[src/logic/axiPortalPkg.sv]
package axiPortalPkg;

  // AXI3 general-purpose master port
  localparam int axiAddrWidth = 32;
  localparam int axiDataWidth = 32;
  localparam int axiIdWidth = 12;
  localparam int axiLenWidth = 4; // AXI3 burst length field

  // Portal request format
  localparam int portalAddrWidth = 18; // Low address bits kept
  localparam int portalIdWidth = 6;
  localparam int byteCountWidth = 10; // Four bytes per beat, up to 16 beats

  // Register file behind the portal
  localparam int portalWords = 64;
  localparam int portalIndexWidth = 6;

  localparam logic [1:0] respOkay = 2'd0;

endpackage

[src/logic/twoEntryFifo.sv]
`timescale 1ns/1ns

module twoEntryFifo #(
  parameter int dataWidth = 32
) (
  input  logic                 CLK,
  input  logic                 reset,
  input  logic                 push,
  input  logic [dataWidth-1:0] pushData,
  input  logic                 pop,
  output logic [dataWidth-1:0] popData,
  output logic                 notFull,
  output logic                 notEmpty
);

  logic [dataWidth-1:0] headData;
  logic [dataWidth-1:0] tailData;

  assign popData = headData;

  always_ff @(posedge CLK) begin
    if (reset) begin
      notEmpty <= 1'b0;
      notFull <= 1'b1;
    end else begin
      case ({push, pop})
        2'b10: begin
          notEmpty <= 1'b1;
          if (notEmpty) notFull <= 1'b0; // Second slot taken
        end
        2'b01: begin
          notFull <= 1'b1;
          if (notFull) notEmpty <= 1'b0; // Last entry leaves
        end
        default: ; // Push with pop keeps the count
      endcase
    end
  end

  always_ff @(posedge CLK) begin
    if (push && (!notEmpty || (pop && notFull))) begin
      headData <= pushData; // Empty, or one entry replaced in place
    end else if (pop) begin
      headData <= tailData;
    end
    if (push && notEmpty && !pop) tailData <= pushData;
  end

  assert property (@(posedge CLK) disable iff (reset) push |-> notFull)
    else $error("push into a full buffer");
  assert property (@(posedge CLK) disable iff (reset) pop |-> notEmpty)
    else $error("pop from an empty buffer");

endmodule

[src/logic/requestDecoder.sv]
`timescale 1ns/1ns

module requestDecoder (
  input  logic                                    CLK,
  input  logic                                    reset,
  input  logic                                    addrValid,
  output logic                                    addrReady,
  input  logic [axiPortalPkg::axiAddrWidth-1:0]   addr,
  input  logic [axiPortalPkg::axiLenWidth-1:0]    len,
  input  logic [axiPortalPkg::axiIdWidth-1:0]     id,
  output logic                                    reqValid,
  output logic [axiPortalPkg::portalAddrWidth-1:0] reqAddr,
  output logic [axiPortalPkg::byteCountWidth-1:0] reqByteCount,
  output logic [axiPortalPkg::portalIdWidth-1:0]  reqId,
  input  logic                                    reqTake
);

  import axiPortalPkg::*;

  // Ready whenever the single slot is free
  assign addrReady = addrValid && !reqValid;

  always_ff @(posedge CLK) begin
    if (reset) begin
      reqValid <= 1'b0;
    end else if (addrReady) begin
      reqValid <= 1'b1;
    end else if (reqTake) begin
      reqValid <= 1'b0;
    end
  end

  always_ff @(posedge CLK) begin
    if (addrReady) begin
      reqAddr <= addr[portalAddrWidth-1:0];
      // Burst length field is beats minus one
      reqByteCount <= (byteCountWidth'(len) + byteCountWidth'(1)) << 2;
      reqId <= id[portalIdWidth-1:0];
    end
  end

  assert property (@(posedge CLK) disable iff (reset) reqTake |-> reqValid)
    else $error("request taken while none is held");

endmodule

[src/logic/portalRegisterFile.sv]
`timescale 1ns/1ns

module portalRegisterFile (
  input  logic                                     CLK,
  input  logic                                     reset,
  input  logic                                     writeReqValid,
  input  logic [axiPortalPkg::portalAddrWidth-1:0] writeReqAddr,
  input  logic [axiPortalPkg::byteCountWidth-1:0]  writeReqByteCount,
  input  logic [axiPortalPkg::portalIdWidth-1:0]   writeReqId,
  output logic                                     writeReqTake,
  input  logic                                     wBeatValid,
  input  logic [axiPortalPkg::axiDataWidth-1:0]    wBeatData,
  input  logic [axiPortalPkg::portalIdWidth-1:0]   wBeatId,
  input  logic                                     wBeatLast,
  output logic                                     wBeatPop,
  output logic                                     writeDone,
  output logic [axiPortalPkg::portalIdWidth-1:0]   writeDoneId,
  input  logic                                     bufferBEmpty,
  input  logic                                     readReqValid,
  input  logic [axiPortalPkg::portalAddrWidth-1:0] readReqAddr,
  input  logic [axiPortalPkg::byteCountWidth-1:0]  readReqByteCount,
  input  logic [axiPortalPkg::portalIdWidth-1:0]   readReqId,
  output logic                                     readReqTake,
  output logic                                     readBeat,
  output logic [axiPortalPkg::axiDataWidth-1:0]    readBeatData,
  output logic [axiPortalPkg::portalIdWidth-1:0]   readBeatId,
  output logic                                     readBeatLast,
  input  logic                                     readBeatReady
);

  import axiPortalPkg::*;

  logic [axiDataWidth-1:0] mem [portalWords];

  logic                        writeActive;
  logic [portalIndexWidth-1:0] writeIndex;
  logic [byteCountWidth-3:0]   writeBeat; // Counts from one
  logic [byteCountWidth-3:0]   writeBeats;
  logic [portalIdWidth-1:0]    writeId;
  logic                        finalWrite;

  logic                        readActive;
  logic [portalIndexWidth-1:0] readIndex;
  logic [byteCountWidth-3:0]   readCount;
  logic [byteCountWidth-3:0]   readBeats;
  logic [portalIdWidth-1:0]    readId;

  // Write sequencer
  assign writeReqTake = writeReqValid && !writeActive;
  assign finalWrite = writeBeat == writeBeats;
  // Last beat waits for room on the B side
  assign wBeatPop = writeActive && wBeatValid && (!finalWrite || bufferBEmpty);
  assign writeDone = wBeatPop && finalWrite;
  assign writeDoneId = writeId;

  always_ff @(posedge CLK) begin
    if (reset) begin
      writeActive <= 1'b0;
    end else if (writeReqTake) begin
      writeActive <= 1'b1;
    end else if (writeDone) begin
      writeActive <= 1'b0;
    end
  end

  always_ff @(posedge CLK) begin
    if (writeReqTake) begin
      writeIndex <= writeReqAddr[portalIndexWidth+1:2];
      writeBeat <= (byteCountWidth-2)'(1);
      writeBeats <= writeReqByteCount[byteCountWidth-1:2];
      writeId <= writeReqId;
    end else if (wBeatPop) begin
      writeIndex <= writeIndex + portalIndexWidth'(1); // Wraps at portalWords
      writeBeat <= writeBeat + (byteCountWidth-2)'(1);
    end
  end

  always_ff @(posedge CLK) begin
    if (wBeatPop) mem[writeIndex] <= wBeatData;
  end

  // Read sequencer
  assign readReqTake = readReqValid && !readActive;
  assign readBeat = readActive && readBeatReady;
  assign readBeatData = mem[readIndex];
  assign readBeatId = readId;
  assign readBeatLast = readCount == readBeats;

  always_ff @(posedge CLK) begin
    if (reset) begin
      readActive <= 1'b0;
    end else if (readReqTake) begin
      readActive <= 1'b1;
    end else if (readBeat && readBeatLast) begin
      readActive <= 1'b0;
    end
  end

  always_ff @(posedge CLK) begin
    if (readReqTake) begin
      readIndex <= readReqAddr[portalIndexWidth+1:2];
      readCount <= (byteCountWidth-2)'(1);
      readBeats <= readReqByteCount[byteCountWidth-1:2];
      readId <= readReqId;
    end else if (readBeat) begin
      readIndex <= readIndex + portalIndexWidth'(1);
      readCount <= readCount + (byteCountWidth-2)'(1);
    end
  end

  // W stream must line up with the AW burst that owns it
  assert property (@(posedge CLK) disable iff (reset)
    wBeatPop |-> (wBeatId == writeId) && (wBeatLast == finalWrite))
    else $error("W beat id or last does not match the active write");

endmodule

[src/logic/axiResponder.sv]
`timescale 1ns/1ns

module axiResponder (
  input  logic                                   CLK,
  input  logic                                   reset,
  input  logic                                   writeDone,
  input  logic [axiPortalPkg::portalIdWidth-1:0] writeDoneId,
  output logic                                   bufferBEmpty,
  input  logic                                   readBeat,
  input  logic [axiPortalPkg::axiDataWidth-1:0]  readBeatData,
  input  logic [axiPortalPkg::portalIdWidth-1:0] readBeatId,
  input  logic                                   readBeatLast,
  output logic                                   readBeatReady,
  input  logic                                   bReady,
  input  logic                                   rReady,
  output logic                                   bValid,
  output logic [axiPortalPkg::axiIdWidth-1:0]    bId,
  output logic [1:0]                             bResp,
  output logic                                   rValid,
  output logic [axiPortalPkg::axiDataWidth-1:0]  rData,
  output logic [axiPortalPkg::axiIdWidth-1:0]    rId,
  output logic [1:0]                             rResp,
  output logic                                   rLast
);

  import axiPortalPkg::*;

  logic [portalIdWidth-1:0]             bDoneId;
  logic [axiDataWidth+axiIdWidth+2:0]   rPushData; // Data, resp, last, id
  logic [axiDataWidth+axiIdWidth+2:0]   rPopData;

  twoEntryFifo #(.dataWidth(portalIdWidth)) bBuffer (
    .CLK(CLK), .reset(reset),
    .push(writeDone), .pushData(writeDoneId),
    .pop(bValid && bReady), .popData(bDoneId),
    .notFull(), .notEmpty(bValid)
  );

  assign bufferBEmpty = !bValid;
  assign bId = {{(axiIdWidth-portalIdWidth){1'b0}}, bDoneId};
  assign bResp = respOkay;

  // R beat is stored already in AXI order
  assign rPushData = {readBeatData, respOkay, readBeatLast,
                      {(axiIdWidth-portalIdWidth){1'b0}}, readBeatId};

  twoEntryFifo #(.dataWidth(axiDataWidth+axiIdWidth+3)) rBuffer (
    .CLK(CLK), .reset(reset),
    .push(readBeat), .pushData(rPushData),
    .pop(rValid && rReady), .popData(rPopData),
    .notFull(), .notEmpty(rValid)
  );

  assign readBeatReady = !rValid; // One R beat in flight
  assign rData = rPopData[axiDataWidth+axiIdWidth+2:axiIdWidth+3];
  assign rResp = rPopData[axiIdWidth+2:axiIdWidth+1];
  assign rLast = rPopData[axiIdWidth];
  assign rId = rPopData[axiIdWidth-1:0];

endmodule

[src/logic/axiPortalBridge.sv]
`timescale 1ns/1ns

module axiPortalBridge (
  input  logic                                  CLK,
  input  logic                                  reset,
  input  logic [axiPortalPkg::axiAddrWidth-1:0] awAddr,
  input  logic [axiPortalPkg::axiLenWidth-1:0]  awLen,
  input  logic [axiPortalPkg::axiIdWidth-1:0]   awId,
  input  logic                                  awValid,
  output logic                                  awReady,
  input  logic [axiPortalPkg::axiDataWidth-1:0] wData,
  input  logic [axiPortalPkg::axiIdWidth-1:0]   wId,
  input  logic                                  wLast,
  input  logic                                  wValid,
  output logic                                  wReady,
  output logic [axiPortalPkg::axiIdWidth-1:0]   bId,
  output logic [1:0]                            bResp,
  output logic                                  bValid,
  input  logic                                  bReady,
  input  logic [axiPortalPkg::axiAddrWidth-1:0] arAddr,
  input  logic [axiPortalPkg::axiLenWidth-1:0]  arLen,
  input  logic [axiPortalPkg::axiIdWidth-1:0]   arId,
  input  logic                                  arValid,
  output logic                                  arReady,
  output logic [axiPortalPkg::axiDataWidth-1:0] rData,
  output logic [axiPortalPkg::axiIdWidth-1:0]   rId,
  output logic [1:0]                            rResp,
  output logic                                  rLast,
  output logic                                  rValid,
  input  logic                                  rReady
);

  import axiPortalPkg::*;

  logic                       writeReqValid, writeReqTake;
  logic [portalAddrWidth-1:0] writeReqAddr;
  logic [byteCountWidth-1:0]  writeReqByteCount;
  logic [portalIdWidth-1:0]   writeReqId;

  logic                       readReqValid, readReqTake;
  logic [portalAddrWidth-1:0] readReqAddr;
  logic [byteCountWidth-1:0]  readReqByteCount;
  logic [portalIdWidth-1:0]   readReqId;

  logic                       wNotFull, wBeatValid, wBeatPop, wBeatLast;
  logic [axiDataWidth-1:0]    wBeatData;
  logic [portalIdWidth-1:0]   wBeatId;

  logic                       writeDone, bufferBEmpty;
  logic [portalIdWidth-1:0]   writeDoneId;
  logic                       readBeat, readBeatReady, readBeatLast;
  logic [axiDataWidth-1:0]    readBeatData;
  logic [portalIdWidth-1:0]   readBeatId;

  requestDecoder awDecoder (
    .CLK(CLK), .reset(reset),
    .addrValid(awValid), .addrReady(awReady),
    .addr(awAddr), .len(awLen), .id(awId),
    .reqValid(writeReqValid), .reqAddr(writeReqAddr),
    .reqByteCount(writeReqByteCount), .reqId(writeReqId),
    .reqTake(writeReqTake)
  );

  requestDecoder arDecoder (
    .CLK(CLK), .reset(reset),
    .addrValid(arValid), .addrReady(arReady),
    .addr(arAddr), .len(arLen), .id(arId),
    .reqValid(readReqValid), .reqAddr(readReqAddr),
    .reqByteCount(readReqByteCount), .reqId(readReqId),
    .reqTake(readReqTake)
  );

  assign wReady = wValid && wNotFull;

  twoEntryFifo #(.dataWidth(axiDataWidth+portalIdWidth+1)) wBuffer (
    .CLK(CLK), .reset(reset),
    .push(wReady), .pushData({wData, wId[portalIdWidth-1:0], wLast}),
    .pop(wBeatPop), .popData({wBeatData, wBeatId, wBeatLast}),
    .notFull(wNotFull), .notEmpty(wBeatValid)
  );

  portalRegisterFile portalRegisterFile_i (
    .CLK(CLK), .reset(reset),
    .writeReqValid(writeReqValid), .writeReqAddr(writeReqAddr),
    .writeReqByteCount(writeReqByteCount), .writeReqId(writeReqId),
    .writeReqTake(writeReqTake),
    .wBeatValid(wBeatValid), .wBeatData(wBeatData),
    .wBeatId(wBeatId), .wBeatLast(wBeatLast), .wBeatPop(wBeatPop),
    .writeDone(writeDone), .writeDoneId(writeDoneId), .bufferBEmpty(bufferBEmpty),
    .readReqValid(readReqValid), .readReqAddr(readReqAddr),
    .readReqByteCount(readReqByteCount), .readReqId(readReqId),
    .readReqTake(readReqTake),
    .readBeat(readBeat), .readBeatData(readBeatData),
    .readBeatId(readBeatId), .readBeatLast(readBeatLast),
    .readBeatReady(readBeatReady)
  );

  axiResponder axiResponder_i (
    .CLK(CLK), .reset(reset),
    .writeDone(writeDone), .writeDoneId(writeDoneId), .bufferBEmpty(bufferBEmpty),
    .readBeat(readBeat), .readBeatData(readBeatData),
    .readBeatId(readBeatId), .readBeatLast(readBeatLast),
    .readBeatReady(readBeatReady),
    .bReady(bReady), .rReady(rReady),
    .bValid(bValid), .bId(bId), .bResp(bResp),
    .rValid(rValid), .rData(rData), .rId(rId), .rResp(rResp), .rLast(rLast)
  );

endmodule

[config.mk]
export PLATFORM = sky130hd
export DESIGN_NAME = axiPortalBridge
export DESIGN_NICKNAME = d
export VERILOG_FILES = /design/src/logic/axiPortalPkg.sv /design/src/logic/twoEntryFifo.sv /design/src/logic/requestDecoder.sv /design/src/logic/portalRegisterFile.sv /design/src/logic/axiResponder.sv /design/src/logic/axiPortalBridge.sv
export SDC_FILE = /design/constraint.sdc
export NUM_CORES = 2
export LEC_CHECK = 0
export BUFFER_PORTS_ARGS = -buffer_cell sky130_fd_sc_hd__buf_2
export CAP_MARGIN = 20
export CORE_MARGIN = 2
export CORE_UTILIZATION = 50
export DETAILED_ROUTE_END_ITERATION = 8
export GPL_TIMING_DRIVEN = 1
export HOLD_SLACK_MARGIN = 0.06
export PLACE_DENSITY_LB_ADDON = 0.08
export SYNTH_ARGS = -nofsm -noshare
export SYNTH_HDL_FRONTEND = slang
export SYNTH_SLANG_ARGS = --single-unit
[constraint.sdc]
create_clock -name CLK -period 3.4 [get_ports CLK]
set_clock_uncertainty 0.2 [all_clocks]
set_input_delay 0.51 -clock CLK [delete_from_list [all_inputs] [get_ports CLK]]
set_output_delay 0.51 -clock CLK [all_outputs]
set_load 0.01 [all_outputs]
# Word level (Yosys, flattened, before mapping)
# Memory sizes are Yosys's and may differ from the RTL's. A register that Yosys moved wholly into a read port is not among the register bits.
# Cells that the tools add are included.
# totals
in_bits,148
mem_count,1
elab_cells,141
mem_bits_ro,0
output_inout_bits,66
latchBits,0
register_bits,278
ram_bits,2048
# classes
addsub,6
muxes,33
order_cmp,0
n_reduce_logical,57
n_shift,0
n_eq_ne,14
bitwise_logic,0
n_mul,0
div,0
# memory_table
name,words,width,read_ports,rd_ports_with_merged_regs,wr,line,source
portalRegisterFile_i.mem,64,32,1,1,1,portalRegisterFile.sv:33,logic [axiDataWidth-1:0] mem [portalWords];
# op_table
op,count
47-bit 2-to-1 mux,2
39-bit 2-to-1 mux,2
6-bit 2-to-1 mux,7
1-bit logical AND,24
2-bit nonzero test,12
8-bit by 1-bit adder with 8-bit output (second input constant),2
8-bit equality test,2
1-bit 2-to-1 mux,16
6-bit by 1-bit adder with 6-bit output (second input constant),2
1-bit case mux with 2 select lines,6
2-bit AND reduction,6
1-bit zero test,11
4-bit by 1-bit adder with 5-bit output (second input constant),2
2-bit inequality test (second input constant),4
2-bit by 1-bit equality test with 1-bit output (second input constant),3
2-bit equality test (second input constant),3
1-bit logical OR,4
2-bit by 1-bit inequality test with 1-bit output (second input constant),2

# Depth between registers and ports, before layout
# logic_depth
ltp_word,8
ltp_mapped,10
depth_no_buf,5

# By module
# Synthesis repeated with hierarchy kept, for this count alone.
# unflattened
hier_cells,4018
area_unflattened_um2,89867.4
# modules_own_cells
module,n_inst,seq_area_each_um2,cells_per_inst,area_per_inst_um2
portalRegisterFile,1,63180.6,3591,80678.6
twoEntryFifo (axiResponder_i.rBuffer),1,2862.7,159,3614.7
twoEntryFifo (wBuffer),1,2382.3,134,2951.6
requestDecoder,2,890.9,45,996.0
twoEntryFifo (axiResponder_i.bBuffer),1,400.4,30,540.5
axiResponder,1,0.0,13,83.8
axiPortalBridge,1,0.0,1,6.3

# Least setup slack after synthesis
# No wires, ideal clock.
# synth_timing
path_kind,flip-flop to flip-flop
from,register portalRegisterFile_i.writeBeats[2]
to,"memory portalRegisterFile_i.mem[19][0], enable pin"
path_buffers,1
arrival_time_ns,2.967
period_less_slack_ns,3.588
required_time_ns,2.779
slack_ns,-0.188
setup_ns,0.421
stages_incl_launch_ff,7
cell_sequence,edfxtp_1 -> xnor2_1 -> and4_1 -> clkbuf_1 -> a311oi_1 -> nand4_1 -> nor2_1
# synth_between
elab_chain_cells,6
# synth_rtl
item,line,source
from (decl),portalRegisterFile.sv:38,logic [byteCountWidth-3:0] writeBeats;
from (signal assigned),portalRegisterFile.sv:70,writeBeats <= writeReqByteCount[byteCountWidth-1:2];
8-bit equality test,portalRegisterFile.sv:50,assign finalWrite = writeBeat == writeBeats;
1-bit zero test,portalRegisterFile.sv:52,assign wBeatPop = writeActive && wBeatValid && (!finalWrite || bufferBEmpty);
1-bit logical OR,portalRegisterFile.sv:52,
1-bit logical AND,portalRegisterFile.sv:52,
1-bit 2-to-1 mux,portalRegisterFile.sv:79,if (wBeatPop) mem[writeIndex] <= wBeatData;
1-bit 2-to-1 mux (not written as such),portalRegisterFile.sv:79,
to (decl),portalRegisterFile.sv:33,
# Every way passes these cells.

==> reports/metrics.yaml <==
status: "completed"
die-width_um: 424.0
path_clk_slew_ns: 0.06
p_total_mw: 66.54
synth.distinct_cells: 61
grt_max_degree: 65
gr-total-overflow: 0
start_util_pct: 50.19
tightest_slew_ns: 0.9996
p_leak_nw: 34.13
ys.flop_type: "edfxtp_1"
dp_hpwl_um: 129500
wire_per_inst_um: 31.14
start_kind: "flip-flop"
cts_hold_buf: 73
crit_fanout: 17
setup_tns_ns: 0
cts_buffers: 229
multi_input_area_um2: 18750
drv_slew: 0
relSlewSlack_pct: 33.36
setup_violations: 0
drive_gt1_share_pct: 24.19
seq_area_um2: 68820
syn_avg_cell_area_um2: 20.44
synth_most_common_cell: "edfxtp_1"
fill_cells: 12890
path_common_cell: "buf_12"
io_buffers: 120
cts.repair.resized: 0
cts.sinks: 2302
grt_antenna_before_repair: 11
min_path_type: "input port to flip-flop"
worstPathArrival_ns: 3.47
core_um2: 175700
antenna_left: 0
gp_congestion: 0.7840
synthTopCellsByArea: "edfxtp_1, mux4_2, mux2i_1"
crit_required_ns: 3.79
synthCells: 4315
cpPeakStageDelay_ns: 0.52
first_global_vias: 44390
postCtsSetupBuffers: 0
drcViolationCount: 0
maxCapViolCount: 0
end_kind: "flip-flop"
synth_edf_count: 2270
final_nets: 5023
viasPerCell: 6.030
grt_pass1_wl_um: 325000
layout_setup_ws_ns: 0.3124
rows: 154
async_flop_share_pct: 0
fmaxAchievable_ghz: 0.3239
worstSetupPathType: "flip-flop to flip-flop"
synth_top_area_cell: "edfxtp_1"
totalWireLength_um: 230800
synth_top_area_share_pct: 77.29
ios: 214
crit_buf_inv: 4
drtIter0Drc: 5045
synth_area_um2: 88200
rsz0062_at_grt: "false"
grt_usage_pct: 25.73
clock_path_buffers: 3
dp_slack_ns: 0.3432
syn_to_final_growth_pct: 16.73
synth_warnings: 0
yosys-top-cells-count: "edfxtp_1, mux2i_1, mux4_2, a22oi_1, nor2_1"
fin_crit_sh_pct: 90.81
htreeDepth: 4
finalHoldViolCount: 0
die_h_um: 424.0
powerDensity_nw_per_um2: 646.3
yosysSeqAreaShare_pct: 78.01
dr.pass1.iters: 7
ys_ff_latch: 2302
cp_top_family: "buffers and inverters"
crit_chain: "buf_12, buf_12, buf_12, buf_12, mux4_2, a211o_1, nor2_1, o41ai_1"
die_area_um2: 179800
cts_tree: "done"
clock-root-buffer: "clkbuf_16"
dr_total_vias: 44680
worstSkewPairLatency_ns: 0.86
min_period_ns: 3.088
critPathSlowestCell: "mux4_2"
max-vdd-ir-drop_mv: 0.4974
layout make-up:
type	count	share of cell area [%]
clock inverter	157	1.186
antenna	5	0.01215
tap	2340	2.844
timing repair buffer	514	5.092
multi-input combinational	1814	18.21
sequential	2302	66.84
clock buffer	270	5.778
inverter	8	0.02917
registers in the layout, indices dropped and copies added (netlist names), 8 cells and up, named ones only:
name	count
wBuffer.tailData	32
portalRegisterFile_i.writeBeat	8
axiResponder_i.rBuffer.tailData	39
wBuffer.popData	32
axiResponder_i.rBuffer.popData	39
portalRegisterFile_i.readCount	8
portalRegisterFile_i.mem	2048
final timing paths:
| kind | from | slack [ns] | cells past startpoint | end |
|---|---|---|---|---|
| hold / removal | awId[1] | 0.16 | 2 | awDecoder.reqId[1] |
| hold reg to reg | awDecoder.reqByteCount[6] | 0.22 | 0 | portalRegisterFile_i.writeBeats[4] |
| setup / recovery | flip-flop | 0.31 | 8 | axiResponder_i.rBuffer.popData[45] |
| setup reg to reg | flip-flop | 0.31 | 8 | axiResponder_i.rBuffer.popData[45] |
cells in the final DEF (no fill, tap or decap), types with 7 or more instances in the layout:
master            n
nand4_1          11
inv_1             7
edfxtp_1       2270
mux4_2          305
dfxtp_1          28
and4_4            7
xnor2_1          16
mux2_2           48
nand3_1          65
a21oi_1          32
o41ai_1          16
buf_4           201
nand2b_1          8
conb_1           61
clkinv_2         52
dlygate4sd3_1    73
nor3_1           30
and4_1           20
xor2_1           12
nor2_4           66
clkbuf_16       232
mux2i_1         438
a211o_1          57
nor2_1           83
a22oi_1         184
buf_2           120
a22o_1           57
o22ai_1          57
clkbuf_1         38
bufinv_16        17
buf_12          120
nand2_1         118
clkinv_1         73
o41ai_2          11
and3_1           12
o21ai_0          16
metal layers:
layer / GRT usage, % / vias up / share of wire, %
met5: 0 / - / 0.091
met4: 6.916 / 2 / 2.4
met3: 5.652 / 273 / 8.6
met2: 38.96 / 1641 / 46
met1: 38.04 / 23860 / 43
li1: - / 18910 / -
logic make-up after synthesis:
group	share of synthesized area [%]
compound gates	3.964
xor+xnor	0.2780
fa+ha+maj	0.08512
buf+inv	1.640
flops	78.01
mux	13.46
other cells	0.004252
simple gates	2.554
report_power, final:
group / internal (mW) / switching, mW / total (mW) / leakage (nW)
clock network: 13.7 / 10.5 / 24.3 / 3.53
logic: 4.01 / 5.97 / 9.98 / 9.83
registers: 32.1 / 0.242 / 32.3 / 20.8
through the flow:
stage / hold slack, ns / cells / instance area (µm²) / util [%]
6_report: 0.1634 / 7410 / 103000 / 58.58
5_1_grt: 0.1113 / 7406 / 102900 / 58.58
4_1_cts: 0.08720 / 7405 / 102900 / 58.58
3_5_place_dp: 0.2045 / 6905 / 95040 / 54.08
3_3_place_gp: 0.2011 / 6905 / 95040 / 54.08
2_1_floorplan: 0.2003 / 4375 / 88440 / -
Note: power is estimated with default switching activity, not from simulation.
